`src/verilog/nq_fmt_pkg.sv`:
```
// Sign-magnitude fixed-point format shared by the multiplier and the stream side
// Sign bit on top, magnitude below, Q_BITS of the magnitude are fraction bits
package nq_fmt_pkg;

  ////////////////////////////////////////////////////////////
  // Word geometry
  ////////////////////////////////////////////////////////////

  // Full word width including the sign bit
  localparam int N_BITS = 32;

  // Fraction bits inside the magnitude
  localparam int Q_BITS = 15;

  // Magnitude width, everything below the sign
  localparam int MAG_BITS = N_BITS - 1;

  // Largest magnitude, used as the saturation value
  localparam logic [MAG_BITS-1:0] MAG_MAX = '1;

  ////////////////////////////////////////////////////////////
  // Multiplier internals
  ////////////////////////////////////////////////////////////

  // Full magnitude product width, two magnitudes plus one spare bit
  localparam int PROD_BITS = 2 * N_BITS - 1;

  // Counter width for one partial product per word bit
  localparam int STEP_BITS = $clog2(N_BITS);

  // One number, sign and magnitude
  typedef struct packed {
    logic                sign;
    logic [MAG_BITS-1:0] mag;
  } nq_word_t;

endpackage
```
`src/verilog/scaler_io_pkg.sv`:
```
// Stream level types for the gain stage: command word, queue entry and result
// The command payload is one word read either as a sample or as a control word
package scaler_io_pkg;

  ////////////////////////////////////////////////////////////
  // Queue sizing
  ////////////////////////////////////////////////////////////

  // Sample queue depth, kept a power of two so pointers wrap freely
  localparam int FIFO_DEPTH = 4;

  // Pointer width into the queue
  localparam int FIFO_PTR_BITS = $clog2(FIFO_DEPTH);

  // Occupancy width, must also hold the full value
  localparam int FIFO_CNT_BITS = $clog2(FIFO_DEPTH + 1);

  // Gain magnitude width carried in a control word
  localparam int GAIN_MAG_BITS = nq_fmt_pkg::MAG_BITS - 1;

  ////////////////////////////////////////////////////////////
  // Command word
  ////////////////////////////////////////////////////////////

  // Control view of the payload word
  typedef struct packed {
    logic                     clr_stat;
    logic                     gain_sign;
    logic [GAIN_MAG_BITS-1:0] gain_mag;
  } ctrl_view_t;

  // Same word, two readings picked by is_ctrl
  typedef union packed {
    nq_fmt_pkg::nq_word_t sample;
    ctrl_view_t           ctrl;
  } cmd_payload_u;

  // Tag bit on top of the payload, 33 bits
  typedef struct packed {
    logic         is_ctrl;
    cmd_payload_u payload;
  } cmd_t;

  // Queue entry, sample with the gain in force when it arrived
  typedef struct packed {
    nq_fmt_pkg::nq_word_t sample;
    nq_fmt_pkg::nq_word_t gain;
  } mul_op_t;

  // Output word plus the saturation marker
  typedef struct packed {
    nq_fmt_pkg::nq_word_t value;
    logic                 saturated;
  } result_t;

endpackage

```
`src/verilog/nq_scaler_top.sv`:
```
// Streaming gain stage: command queue, serial multiplier, saturating output
// Back-pressure only at the input; results leave in sample order
`timescale 1ns/1ps

module nq_scaler_top (
  input  logic                   clk,
  input  logic                   rst_n,
  input  logic                   in_valid,
  input  scaler_io_pkg::cmd_t    in_cmd,
  output logic                   in_ready,
  output logic                   out_valid,
  output scaler_io_pkg::result_t out_result,
  output logic [15:0]            sat_count
);

  // Queue head toward the multiplier
  logic                   op_valid;
  logic                   op_ready;
  scaler_io_pkg::mul_op_t op;

  // Statistics clear from a control word
  logic clear_stat;

  // Multiplier result
  logic                 egr_valid;
  nq_fmt_pkg::nq_word_t egr_product;
  logic                 egr_overflow;

  ////////////////////////////////////////////////////////////
  // Datapath chain
  ////////////////////////////////////////////////////////////

  scaler_ingress u_ingress (
    .clk        (clk),
    .rst_n      (rst_n),
    .in_valid   (in_valid),
    .in_cmd     (in_cmd),
    .in_ready   (in_ready),
    .op_valid   (op_valid),
    .op         (op),
    .op_ready   (op_ready),
    .clear_stat (clear_stat)
  );

  // Sample is the multiplicand, gain the multiplier
  nq_multiplier u_multiplier (
    .clk              (clk),
    .rst_n            (rst_n),
    .ing_valid        (op_valid),
    .ing_ready        (op_ready),
    .ing_multiplicand (op.sample),
    .ing_multiplier   (op.gain),
    .egr_valid        (egr_valid),
    .egr_product      (egr_product),
    .egr_overflow     (egr_overflow)
  );

  scaler_egress u_egress (
    .clk           (clk),
    .rst_n         (rst_n),
    .prod_valid    (egr_valid),
    .prod          (egr_product),
    .prod_overflow (egr_overflow),
    .clear_stat    (clear_stat),
    .out_valid     (out_valid),
    .out_result    (out_result),
    .sat_count     (sat_count)
  );

endmodule

```
`src/verilog/scaler_egress.sv`:
```
// Output register with saturation of overflowed products
// No back-pressure, out_valid is a one-cycle pulse; sat_count holds at max
`timescale 1ns/1ps

module scaler_egress (
  input  logic                   clk,
  input  logic                   rst_n,
  input  logic                   prod_valid,
  input  nq_fmt_pkg::nq_word_t   prod,
  input  logic                   prod_overflow,
  input  logic                   clear_stat,
  output logic                   out_valid,
  output scaler_io_pkg::result_t out_result,
  output logic [15:0]            sat_count
);

  // A saturation event this cycle
  logic sat_hit;

  assign sat_hit = prod_valid && prod_overflow;

  ////////////////////////////////////////////////////////////
  // Control and statistics
  ////////////////////////////////////////////////////////////

  always_ff @(posedge clk or negedge rst_n) begin
    if (!rst_n) begin
      out_valid <= 1'b0;
      sat_count <= '0;
    end else begin
      out_valid <= prod_valid;
      // Clear wins over a same-edge saturation
      if (clear_stat) begin
        sat_count <= '0;
      end else if (sat_hit && (sat_count != '1)) begin
        sat_count <= sat_count + 1'b1;
      end
    end
  end

  ////////////////////////////////////////////////////////////
  // Result register
  ////////////////////////////////////////////////////////////

  always_ff @(posedge clk) begin
    if (prod_valid) begin
      out_result.saturated <= prod_overflow;
      // Sign kept, magnitude pinned to full scale on overflow
      out_result.value.sign <= prod.sign;
      out_result.value.mag  <= prod_overflow ? nq_fmt_pkg::MAG_MAX : prod.mag;
    end
  end

endmodule

```
`src/verilog/nq_multiplier.sv`:
```
// Serial shift-and-add sign-magnitude multiplier, one operand pair at a time
// Product is truncated; a whole zero operand word returns positive zero early
`timescale 1ns/1ps

module nq_multiplier (
  input  logic                 clk,
  input  logic                 rst_n,
  input  logic                 ing_valid,
  output logic                 ing_ready,
  input  nq_fmt_pkg::nq_word_t ing_multiplicand,
  input  nq_fmt_pkg::nq_word_t ing_multiplier,
  output logic                 egr_valid,
  output nq_fmt_pkg::nq_word_t egr_product,
  output logic                 egr_overflow
);

  // Operand pair taken this cycle
  logic accept;
  logic zero_op;

  // Sequencing flags
  logic busy;
  logic finish;
  logic zero_pend;
  logic [nq_fmt_pkg::STEP_BITS-1:0] step;

  // Datapath registers
  logic                               sign_r;
  logic [nq_fmt_pkg::N_BITS-1:0]      mcand_r;
  logic [nq_fmt_pkg::PROD_BITS-1:0]   mplier_r;
  logic [nq_fmt_pkg::PROD_BITS-1:0]   product_r;

  assign accept  = ing_valid && ing_ready;
  assign zero_op = !(|ing_multiplicand) || !(|ing_multiplier);

  // Drop the fraction bits below the kept window
  assign egr_product.sign = sign_r;
  assign egr_product.mag  = product_r[nq_fmt_pkg::Q_BITS +: nq_fmt_pkg::MAG_BITS];

  ////////////////////////////////////////////////////////////
  // Sequencer
  ////////////////////////////////////////////////////////////

  always_ff @(posedge clk or negedge rst_n) begin
    if (!rst_n) begin
      ing_ready    <= 1'b0;
      egr_valid    <= 1'b0;
      egr_overflow <= 1'b0;
      busy         <= 1'b0;
      finish       <= 1'b0;
      zero_pend    <= 1'b0;
      step         <= '0;
    end else begin
      egr_valid <= 1'b0;
      if (accept) begin
        // Overflow belongs to the new pair from here on
        ing_ready    <= 1'b0;
        egr_overflow <= 1'b0;
        step         <= '0;
        if (zero_op) begin
          zero_pend <= 1'b1;
        end else begin
          busy <= 1'b1;
        end
      end else if (zero_pend) begin
        // Shortcut, result on the first edge after acceptance
        zero_pend <= 1'b0;
        egr_valid <= 1'b1;
        ing_ready <= 1'b1;
      end else if (busy) begin
        step <= step + 1'b1;
        if (step == nq_fmt_pkg::STEP_BITS'(nq_fmt_pkg::N_BITS - 1)) begin
          busy   <= 1'b0;
          finish <= 1'b1;
        end
      end else if (finish) begin
        // Product complete, judge the bits above the kept window
        finish       <= 1'b0;
        egr_valid    <= 1'b1;
        ing_ready    <= 1'b1;
        egr_overflow <=
          |product_r[nq_fmt_pkg::PROD_BITS-1 : nq_fmt_pkg::MAG_BITS + nq_fmt_pkg::Q_BITS];
      end else begin
        // Idle, also the first cycle out of reset
        ing_ready <= 1'b1;
      end
    end
  end

  ////////////////////////////////////////////////////////////
  // Datapath
  ////////////////////////////////////////////////////////////

  always_ff @(posedge clk) begin
    if (accept) begin
      // Strip the signs, keep only magnitudes
      mcand_r   <= {1'b0, ing_multiplicand.mag};
      mplier_r  <= nq_fmt_pkg::PROD_BITS'(ing_multiplier.mag);
      product_r <= '0;
      // Zero shortcut always yields positive zero
      sign_r    <= zero_op ? 1'b0 : (ing_multiplicand.sign ^ ing_multiplier.sign);
    end else if (busy) begin
      // One partial product per multiplicand bit
      if (mcand_r[step]) begin
        product_r <= product_r + mplier_r;
      end
      mplier_r <= mplier_r << 1;
    end
  end

endmodule

```
`src/verilog/scaler_ingress.sv`:
```
// Command decode, gain register and sample queue; gain is zero after reset
// Control words are taken whenever in_ready is high, samples fill the queue
`timescale 1ns/1ps

module scaler_ingress (
  input  logic                   clk,
  input  logic                   rst_n,
  input  logic                   in_valid,
  input  scaler_io_pkg::cmd_t    in_cmd,
  output logic                   in_ready,
  output logic                   op_valid,
  output scaler_io_pkg::mul_op_t op,
  input  logic                   op_ready,
  output logic                   clear_stat
);

  // Handshake events
  logic accept;
  logic push;
  logic pop;

  // Queue pointers and occupancy
  logic [scaler_io_pkg::FIFO_PTR_BITS-1:0] wr_ptr;
  logic [scaler_io_pkg::FIFO_PTR_BITS-1:0] rd_ptr;
  logic [scaler_io_pkg::FIFO_CNT_BITS-1:0] count;
  logic [scaler_io_pkg::FIFO_CNT_BITS-1:0] count_next;

  // Gain in force for newly accepted samples
  nq_fmt_pkg::nq_word_t gain_r;

  // Queue storage
  scaler_io_pkg::mul_op_t fifo_mem [scaler_io_pkg::FIFO_DEPTH];

  ////////////////////////////////////////////////////////////
  // Handshakes
  ////////////////////////////////////////////////////////////

  assign accept = in_valid && in_ready;

  // Only sample words enter the queue
  assign push = accept && !in_cmd.is_ctrl;

  // Head leaves when the multiplier takes it
  assign pop = op_valid && op_ready;

  // Head is valid whenever something is queued
  assign op_valid = (count != '0);
  assign op       = fifo_mem[rd_ptr];

  // Next occupancy
  always_comb begin
    count_next = count;
    case ({push, pop})
      2'b10:   count_next = count + 1'b1;
      2'b01:   count_next = count - 1'b1;
      default: count_next = count;
    endcase
  end

  ////////////////////////////////////////////////////////////
  // Control state
  ////////////////////////////////////////////////////////////

  always_ff @(posedge clk or negedge rst_n) begin
    if (!rst_n) begin
      wr_ptr     <= '0;
      rd_ptr     <= '0;
      count      <= '0;
      in_ready   <= 1'b0;
      gain_r     <= '0;
      clear_stat <= 1'b0;
    end else begin
      count <= count_next;

      // Registered full flag, low in reset and up on the first edge after it
      in_ready <= (count_next != scaler_io_pkg::FIFO_CNT_BITS'(scaler_io_pkg::FIFO_DEPTH));

      // Pointers wrap on their own, depth is a power of two
      if (push) begin
        wr_ptr <= wr_ptr + 1'b1;
      end
      if (pop) begin
        rd_ptr <= rd_ptr + 1'b1;
      end

      // One-cycle clear request toward the counter
      clear_stat <= accept && in_cmd.is_ctrl && in_cmd.payload.ctrl.clr_stat;

      // New gain applies from the next accepted sample
      if (accept && in_cmd.is_ctrl) begin
        gain_r.sign <= in_cmd.payload.ctrl.gain_sign;
        gain_r.mag  <= {1'b0, in_cmd.payload.ctrl.gain_mag};
      end
    end
  end

  ////////////////////////////////////////////////////////////
  // Queue storage
  ////////////////////////////////////////////////////////////

  // Sample is paired with the gain as it stands at its own edge
  always_ff @(posedge clk) begin
    if (push) begin
      fifo_mem[wr_ptr].sample <= in_cmd.payload.sample;
      fifo_mem[wr_ptr].gain   <= gain_r;
    end
  end

endmodule

```
`config.mk`:
```
export PLATFORM = sky130hd
export DESIGN_NAME = nq_scaler_top
export DESIGN_NICKNAME = d
export VERILOG_FILES = /design/src/verilog/nq_fmt_pkg.sv /design/src/verilog/scaler_io_pkg.sv /design/src/verilog/nq_scaler_top.sv /design/src/verilog/scaler_egress.sv /design/src/verilog/nq_multiplier.sv /design/src/verilog/scaler_ingress.sv
export SDC_FILE = /design/constraint.sdc
export NUM_CORES = 1
export LEC_CHECK = 0
export ABC_AREA = 1
export ABC_CLOCK_PERIOD_IN_PS = 11100
export CAP_MARGIN = 20
export CORE_AREA = 2 2 318 320
export CTS_CLUSTER_DIAMETER = 150
export DETAILED_ROUTE_END_ITERATION = 8
export DIE_AREA = 0 0 320 322
export DONT_BUFFER_PORTS = 1
export GPL_ROUTABILITY_DRIVEN = 0
export HOLD_SLACK_MARGIN = 0.02
export SYNTH_ARGS = -nofsm -noshare
export SYNTH_HDL_FRONTEND = slang
export SYNTH_HIERARCHICAL = 1
export SYNTH_SLANG_ARGS = --single-unit
```
`constraint.sdc`:
```
create_clock -name clk -period 11.1 [get_ports clk]
set_clock_uncertainty 0.05 [all_clocks]
set_input_delay 1.11 -clock clk [delete_from_list [all_inputs] [get_ports clk]]
set_output_delay 1.11 -clock clk [all_outputs]
set_load 0.01 [all_outputs]
```
-- Yosys cells after proc, flatten, opt, wreduce, memory -nomap -nowiden
Memories as Yosys holds them, arrays and structs flattened.
Index checks and enable logic that the tools add are counted.
Widths: inputs -> output; s select.
- bitwise operators: 3
- add/sub/neg operators: 7
- reductions and logical operators: 23
- magnitude comparators: 1
- mux-type cells: 32
- equality and inequality tests: 11
- operator list (operator ; number):
    $reduce_or 32->1 ; 2
    $add 63x63->63 ; 1
    $mux 31 ; 2
    $mux 16 ; 2
    $mux 1 ; 23
    $reduce_or 17->1 ; 1
    $add 16x1->16 const B ; 1
    $ne 16x16->1 const B ; 1
    $mux 5 ; 3
    $ne 2x2->1 const B ; 4
    $logic_and 1x1->1 ; 7
    $lt 5x6->1 const B ; 1
    $ne 3x3->1 const B ; 2
    $pmux 3 s2 ; 1
    $reduce_and 2->1 ; 3
    $reduce_and 3->1 ; 2
    $reduce_bool 2->1 ; 3
    $add 5x1->5 const B ; 1
    $bmux 1 s5 ; 1
    $eq 5x5->1 const B ; 1
    $add 2x1->2 const B ; 2
    $add 3x1->3 const B ; 1
    $logic_not 1->1 ; 3
    $reduce_bool 3->1 ; 1
    7 further kinds ; 8
- input port bits: 36
- RAM bits: 252
- output and inout bits: 51
- bits in registers: 259
- word-level logic and storage cells: 102
- memories: 1
- memories (name ; words ; width ; read ports ; clocked after Yosys merged registers in ; write ports ; RTL line ; RTL):
    u_ingress.fifo_mem ; 4 ; 63 ; 1 ; 0 ; 1 ; scaler_ingress.sv:32 ; scaler_io_pkg::mul_op_t fifo_mem [scaler_io_pkg::FIFO_DEPTH];

-- Logic depth before layout (Yosys ltp)
An unclocked memory read counts as a cell.
- depth after elaboration: 6
- depth in mapped cells: 17
- gate-level depth less buffers: 17

-- Modules after synthesis
Netlist, hierarchy kept.
- by module, submodules not included (module ; area each (um^2) ; instances ; cells an instance ; seq. area each (um^2)):
    nq_multiplier ; 12460.7 ; 1 ; 2001 ; 4068.9
    scaler_ingress ; 11010.6 ; 1 ; 797 ; 8568.2
    scaler_egress ; 2260.9 ; 1 ; 220 ; 1416.4

-- Worst setup path before layout
OpenSTA, ideal clock, no wires.
- path type: in2reg
- from: input port in_cmd[32] (netlist bit)
- to: memory u_ingress/fifo_mem[0][0] (netlist bit) (enable)
- stages on the path: 2
- setup time: 485 ps
- arrival: 4088 ps
- setup slack: 6477 ps
- buffers on the path: 0
- path through: nand3b_1 > nor2_1
- longest elaborated chain between the ends: 4
- RTL lines (what ; RTL line ; RTL):
    start: declaration ; nq_scaler_top.sv:9 ; input scaler_io_pkg::cmd_t in_cmd,
    $logic_not 1->1 ; scaler_ingress.sv:41 ; assign push = accept && !in_cmd.is_ctrl;
    $logic_and 1x1->1 ; scaler_ingress.sv:41 ;
    $mux 1 ; scaler_ingress.sv:103 ; if (push) begin
    $mux 1 (not written as such) ; scaler_ingress.sv:105 ; fifo_mem[wr_ptr].gain <= gain_r;
    end: declaration ; scaler_ingress.sv:32 ;
Every way passes these cells.

-- Worst setup path in the final report
- from: register u_ingress/count[0] (netlist bit)
- to: register u_multiplier/step[1] (netlist bit)
- longest elaborated chain between the ends: 4
- RTL lines (what ; RTL line ; RTL):
    start: declaration ; scaler_ingress.sv:25 ; logic [scaler_io_pkg::FIFO_CNT_BITS-1:0] count;
    start signal: assignment ; scaler_ingress.sv:73 ; count <= count_next;
    $reduce_bool 3->1 * ; scaler_ingress.sv:47 ; assign op_valid = (count != '0);
    net op_valid ; nq_scaler_top.sv:17 ; logic op_valid;
    $logic_and 1x1->1 * ; nq_multiplier.sv:33 ; assign accept = ing_valid && ing_ready;
    $ne 2x2->1 (no source line) or $reduce_bool 2->1 (tied branches) ; - ;
    $reduce_and 2->1 (no source line) ; - ;
    end signal: assignment ; nq_multiplier.sv:71 ; step <= step + 1'b1;
    end: declaration ; nq_multiplier.sv:25 ; logic [nq_fmt_pkg::STEP_BITS-1:0] step;
The timed path passes the listed nets; every way through them passes the cells marked *.
A chain may end at the register's enable or synchronous reset.

==> results.py <==
metrics = {
    "run_status": {
        "status": "completed",
    },
    "setup_path": {
        "critPathCaptureType": "flip-flop",
        "cpLargestDelayFamily": "buffers and inverters",
        "worstSetupPathType": "reg2reg",
        "crit_path_top_delay_cell": "clkinv_2",
        "critPathBufInv": 6,
        "setup.worst_path.start_class": "flip-flop",
        "crit_chain": "inv_1 -> nand3_1 -> nand2_2 -> buf_4 -> clkinv_2 -> nor2_1 -> inv_1 -> buf_4 -> nor2_1 -> inv_1 -> nand2_1 -> o21ai_0",
        "critPathRequiredTime_ns": 11.56,
        "critPathMostFrequentCell": "inv_1",
        "crit_arrival_ns": 4.25,
        "worstReg2RegEnd": "u_multiplier/step[1]$_DFFE_PN0P_",
        "rr_worst_depth": 12,
        "crit_path_start": "u_ingress/count[0]$_DFF_PN0_",
        "r2r-start": "u_ingress/count[0]$_DFF_PN0_",
        "cp_max_fo": 63,
        "cp_slowest_stage_delay_ns": 0.76,
        "timing.reg2reg.setup_slack_ns": 7.31,
    },
    "synthesis": {
        "yosysUniqueCellTypes": 42,
        "synth-edff-count": 348,
        "synthCells": 3018,
        "ys_async_sr_fraction": 0.133,
        "synth_warnings": 6,
        "yosysSeqAreaShare": 0.546,
        "syn_avg_cell_area_um2": 8.53,
        "ys_ff_latch": 511,
        "synth_fp_nets": 3126,
        "ys.flop_type": "edfxtp_1",
        "syn_area_um2": 25700,
    },
    "pwr": {
        "vdd_drop_max_v": 0.000158,
        "cellPowerDensity_nw_per_um2": 262,
        "cellLeakagePower_uw": 0.0123,
    },
    "floorplanning": {
        "rows": 116,
        "die_w_um": 320,
        "start_util": 0.258,
        "die_h_um": 322,
        "die_area_um2": 103000,
        "fp.coreArea_um2": 99600,
        "ios": 87,
    },
    "sta": {
        "fin_crit_ns": 3.79,
        "hold-worst-slack_ns": 0.110,
        "worst_pin_slew_ns": 1.03,
        "hold_viol": 0,
        "period_share": 0.341,
        "drv_slew": 0,
        "fmax_mhz": 264,
        "tns_ns": 0,
        "rsz0062_at_grt": "no",
        "slew_headroom": 0.313,
        "setup_viol": 0,
    },
    "global_route": {
        "antenna_found_initial": 0,
        "grt_max_degree": 128,
        "grt_pass1_vias": 18170,
        "grt_pass1_wl_mm": 105,
        "groute.usage.overall": 0.129,
        "grt_overflow": 0,
    },
    "clock_network": {
        "clkSinkCount": 511,
        "path_clk_slew_ns": 0.06,
        "cts_htree_levels": 2,
        "cts_tree": "done",
        "clockBufferDepth": 3,
        "postCtsResizedCells": 0,
        "clk_root_buffer_cell": "clkbuf_16",
        "clkLatencyLatePin_ns": 0.65,
        "cts_setup_buffers": 0,
        "cts_buffers": 55,
        "cts_hold_buf": 0,
    },
    "worst_hold_path": {
        "hp-class": "in2async",
    },
    "layout": {
        "design_area_um2": 28700,
        "syn2layout_area_growth_pct": 11.5,
        "layout-drive-gt1-share": 0.0533,
        "nNetsFinal": 3079,
        "fin_util": 0.288,
        "n_antenna_cell": 0,
    },
    "placed_design": {
        "port_buffers": 0,
        "placed_cell_area_um2": 26800,
        "dpl.hpwl_mm": 46.4,
    },
    "drt": {
        "viasPerCell": 4.44,
        "vias": 19177,
        "drc": 0,
        "wl_per_cell_um": 15.6,
        "drt-initial-drc-count": 1505,
        "routed_wl_mm": 67.5,
        "drtAntennaViolNets": 0,
        "firstDrtPassIters": 5,
    },
    "flow_run": {
        "cap_violations": 0,
    },
}
[cell families after synthesis]
| logic type | count (synthesis) | synth area share |
|---|---|---|
| adders and majority gates | 72 | 0.0356 |
| DFF | 511 | 0.546 |
| buffers and inverters | 590 | 0.0977 |
| AOI/OAI and AO/OA | 387 | 0.0813 |
| other | 1 | 0.000146 |
| xor gates and xnor gates | 41 | 0.0140 |
| and+or+nand+nor | 1416 | 0.225 |
[per-stage QoR]
stage | power, µW | std cells | worst slack, ns
2_1_floorplan | 4930 | 3018 | 6.48
3_3_place_gp | 5590 | 4212 | 7.38
3_5_place_dp | 5630 | 4212 | 7.32
4_1_cts | 7570 | 4316 | 7.33
5_1_grt | 8040 | 4316 | 6.89
6_report | 7520 | 4316 | 7.31
[worst register-to-register path: stages (launching register included)]
cell	delay (ns)
dfrtp_1	0.39
inv_1	0.11
nand3_1	0.13
nand2_2	0.08
buf_4	0.53
clkinv_2	0.78
nor2_1	0.33
inv_1	0.07
buf_4	0.25
nor2_1	0.49
inv_1	0.17
nand2_1	0.20
o21ai_0	0.11
[cell usage after synthesis, drive strengths merged (6+ instances only)]
cell | number | share of area
a21oi | 81 | 0.016
buf | 79 | 0.023
clkbuf | 40 | 0.0062
dfrtp | 68 | 0.066
dfxtp | 95 | 0.074
edfxtp | 348 | 0.41
ha | 70 | 0.034
inv | 471 | 0.069
nand2 | 836 | 0.12
nand3 | 126 | 0.025
nand4 | 28 | 0.0068
nor2 | 342 | 0.051
nor3 | 19 | 0.0039
nor4 | 24 | 0.0058
o21ai | 202 | 0.039
o22ai | 97 | 0.024
or2 | 34 | 0.0083
xnor2 | 6 | 0.0020
xor2 | 35 | 0.012
[per-layer routing]
| metal | vias to the layer above | share of wire | GRT usage |
|---|---|---|---|
| li1 | 9642 | - | - |
| met1 | 8944 | 0.48 | 0.184 |
| met2 | 502 | 0.43 | 0.198 |
| met3 | 89 | 0.065 | 0.0247 |
| met4 | 0 | 0.025 | 0.0378 |
| met5 | - | 0 | 0 |
[report_power, final]
| part | leakage [µW] | switching [µW] | internal, µW | total (µW) |
|---|---|---|---|---|
| Combinational | 0.00653 | 1870 | 804 | 2670 |
| Sequential | 0.00488 | 336 | 2610 | 2940 |
| Clock | 0.000937 | 789 | 1110 | 1900 |
| Total | 0.0123 | 2990 | 4530 | 7520 |
[final cells by class]
type | instances | area, µm²
clock buffer | 81 | 1580
clock inverter | 23 | 328
fill | 10538 | 70900
inverter | 471 | 1780
multi-input combinational | 1917 | 9200
sequential | 511 | 14100
tap | 1298 | 1620
timing repair buffer | 15 | 113
[registers in the layout (all words and copies together), names as in the netlist, 2 cells and up]
signal,count
u_egress/sat_count,16
u_ingress/fifo_mem,252
u_ingress/gain_r,31
u_egress/out_result,33
u_ingress/rd_ptr,2
u_multiplier/mcand_r,31
u_multiplier/mplier_r,63
u_multiplier/product_r,63
u_ingress/count,3
u_ingress/wr_ptr,2
u_multiplier/step,5
[cell usage in the layout, fill, tap and decap left out, drive strengths merged]
master and n:
bufinv 5, a21boi 1, or2 34, nor3 19
nor2 342, buf 15, xnor2 6, nand4 28
nor4 24, dfrtp 68, xor2 35, inv 472
a21oi 81, edfxtp 348, o211ai 1, nand3b 3
conb 1, o221ai 1, o21ai 202, o21bai 4
fa 2, o22ai 97, nand2 836, clkinv 17
and2 4, ha 70, dfxtp 95, clkbuf 81
nand3 126
[worst max path at each step]
stage | to | slack [ns] | depth (start not counted)
6_report | u_multiplier/step[1]$_DFFE_PN0P_ | 7.31 | 12
5_1_grt | u_multiplier/step[1]$_DFFE_PN0P_ | 6.89 | 12
4_1_cts | u_multiplier/step[1]$_DFFE_PN0P_ | 7.33 | 12
3_5_place_dp | u_multiplier/step[2]$_DFFE_PN0P_ | 7.32 | 12
3_3_place_gp | u_multiplier/step[0]$_DFFE_PN0P_ | 7.38 | 12
2_1_floorplan | u_ingress/fifo_mem[0][0]$_DFFE_PP_ | 6.48 | 2
Note: power is estimated with default switching activity, not from simulation.
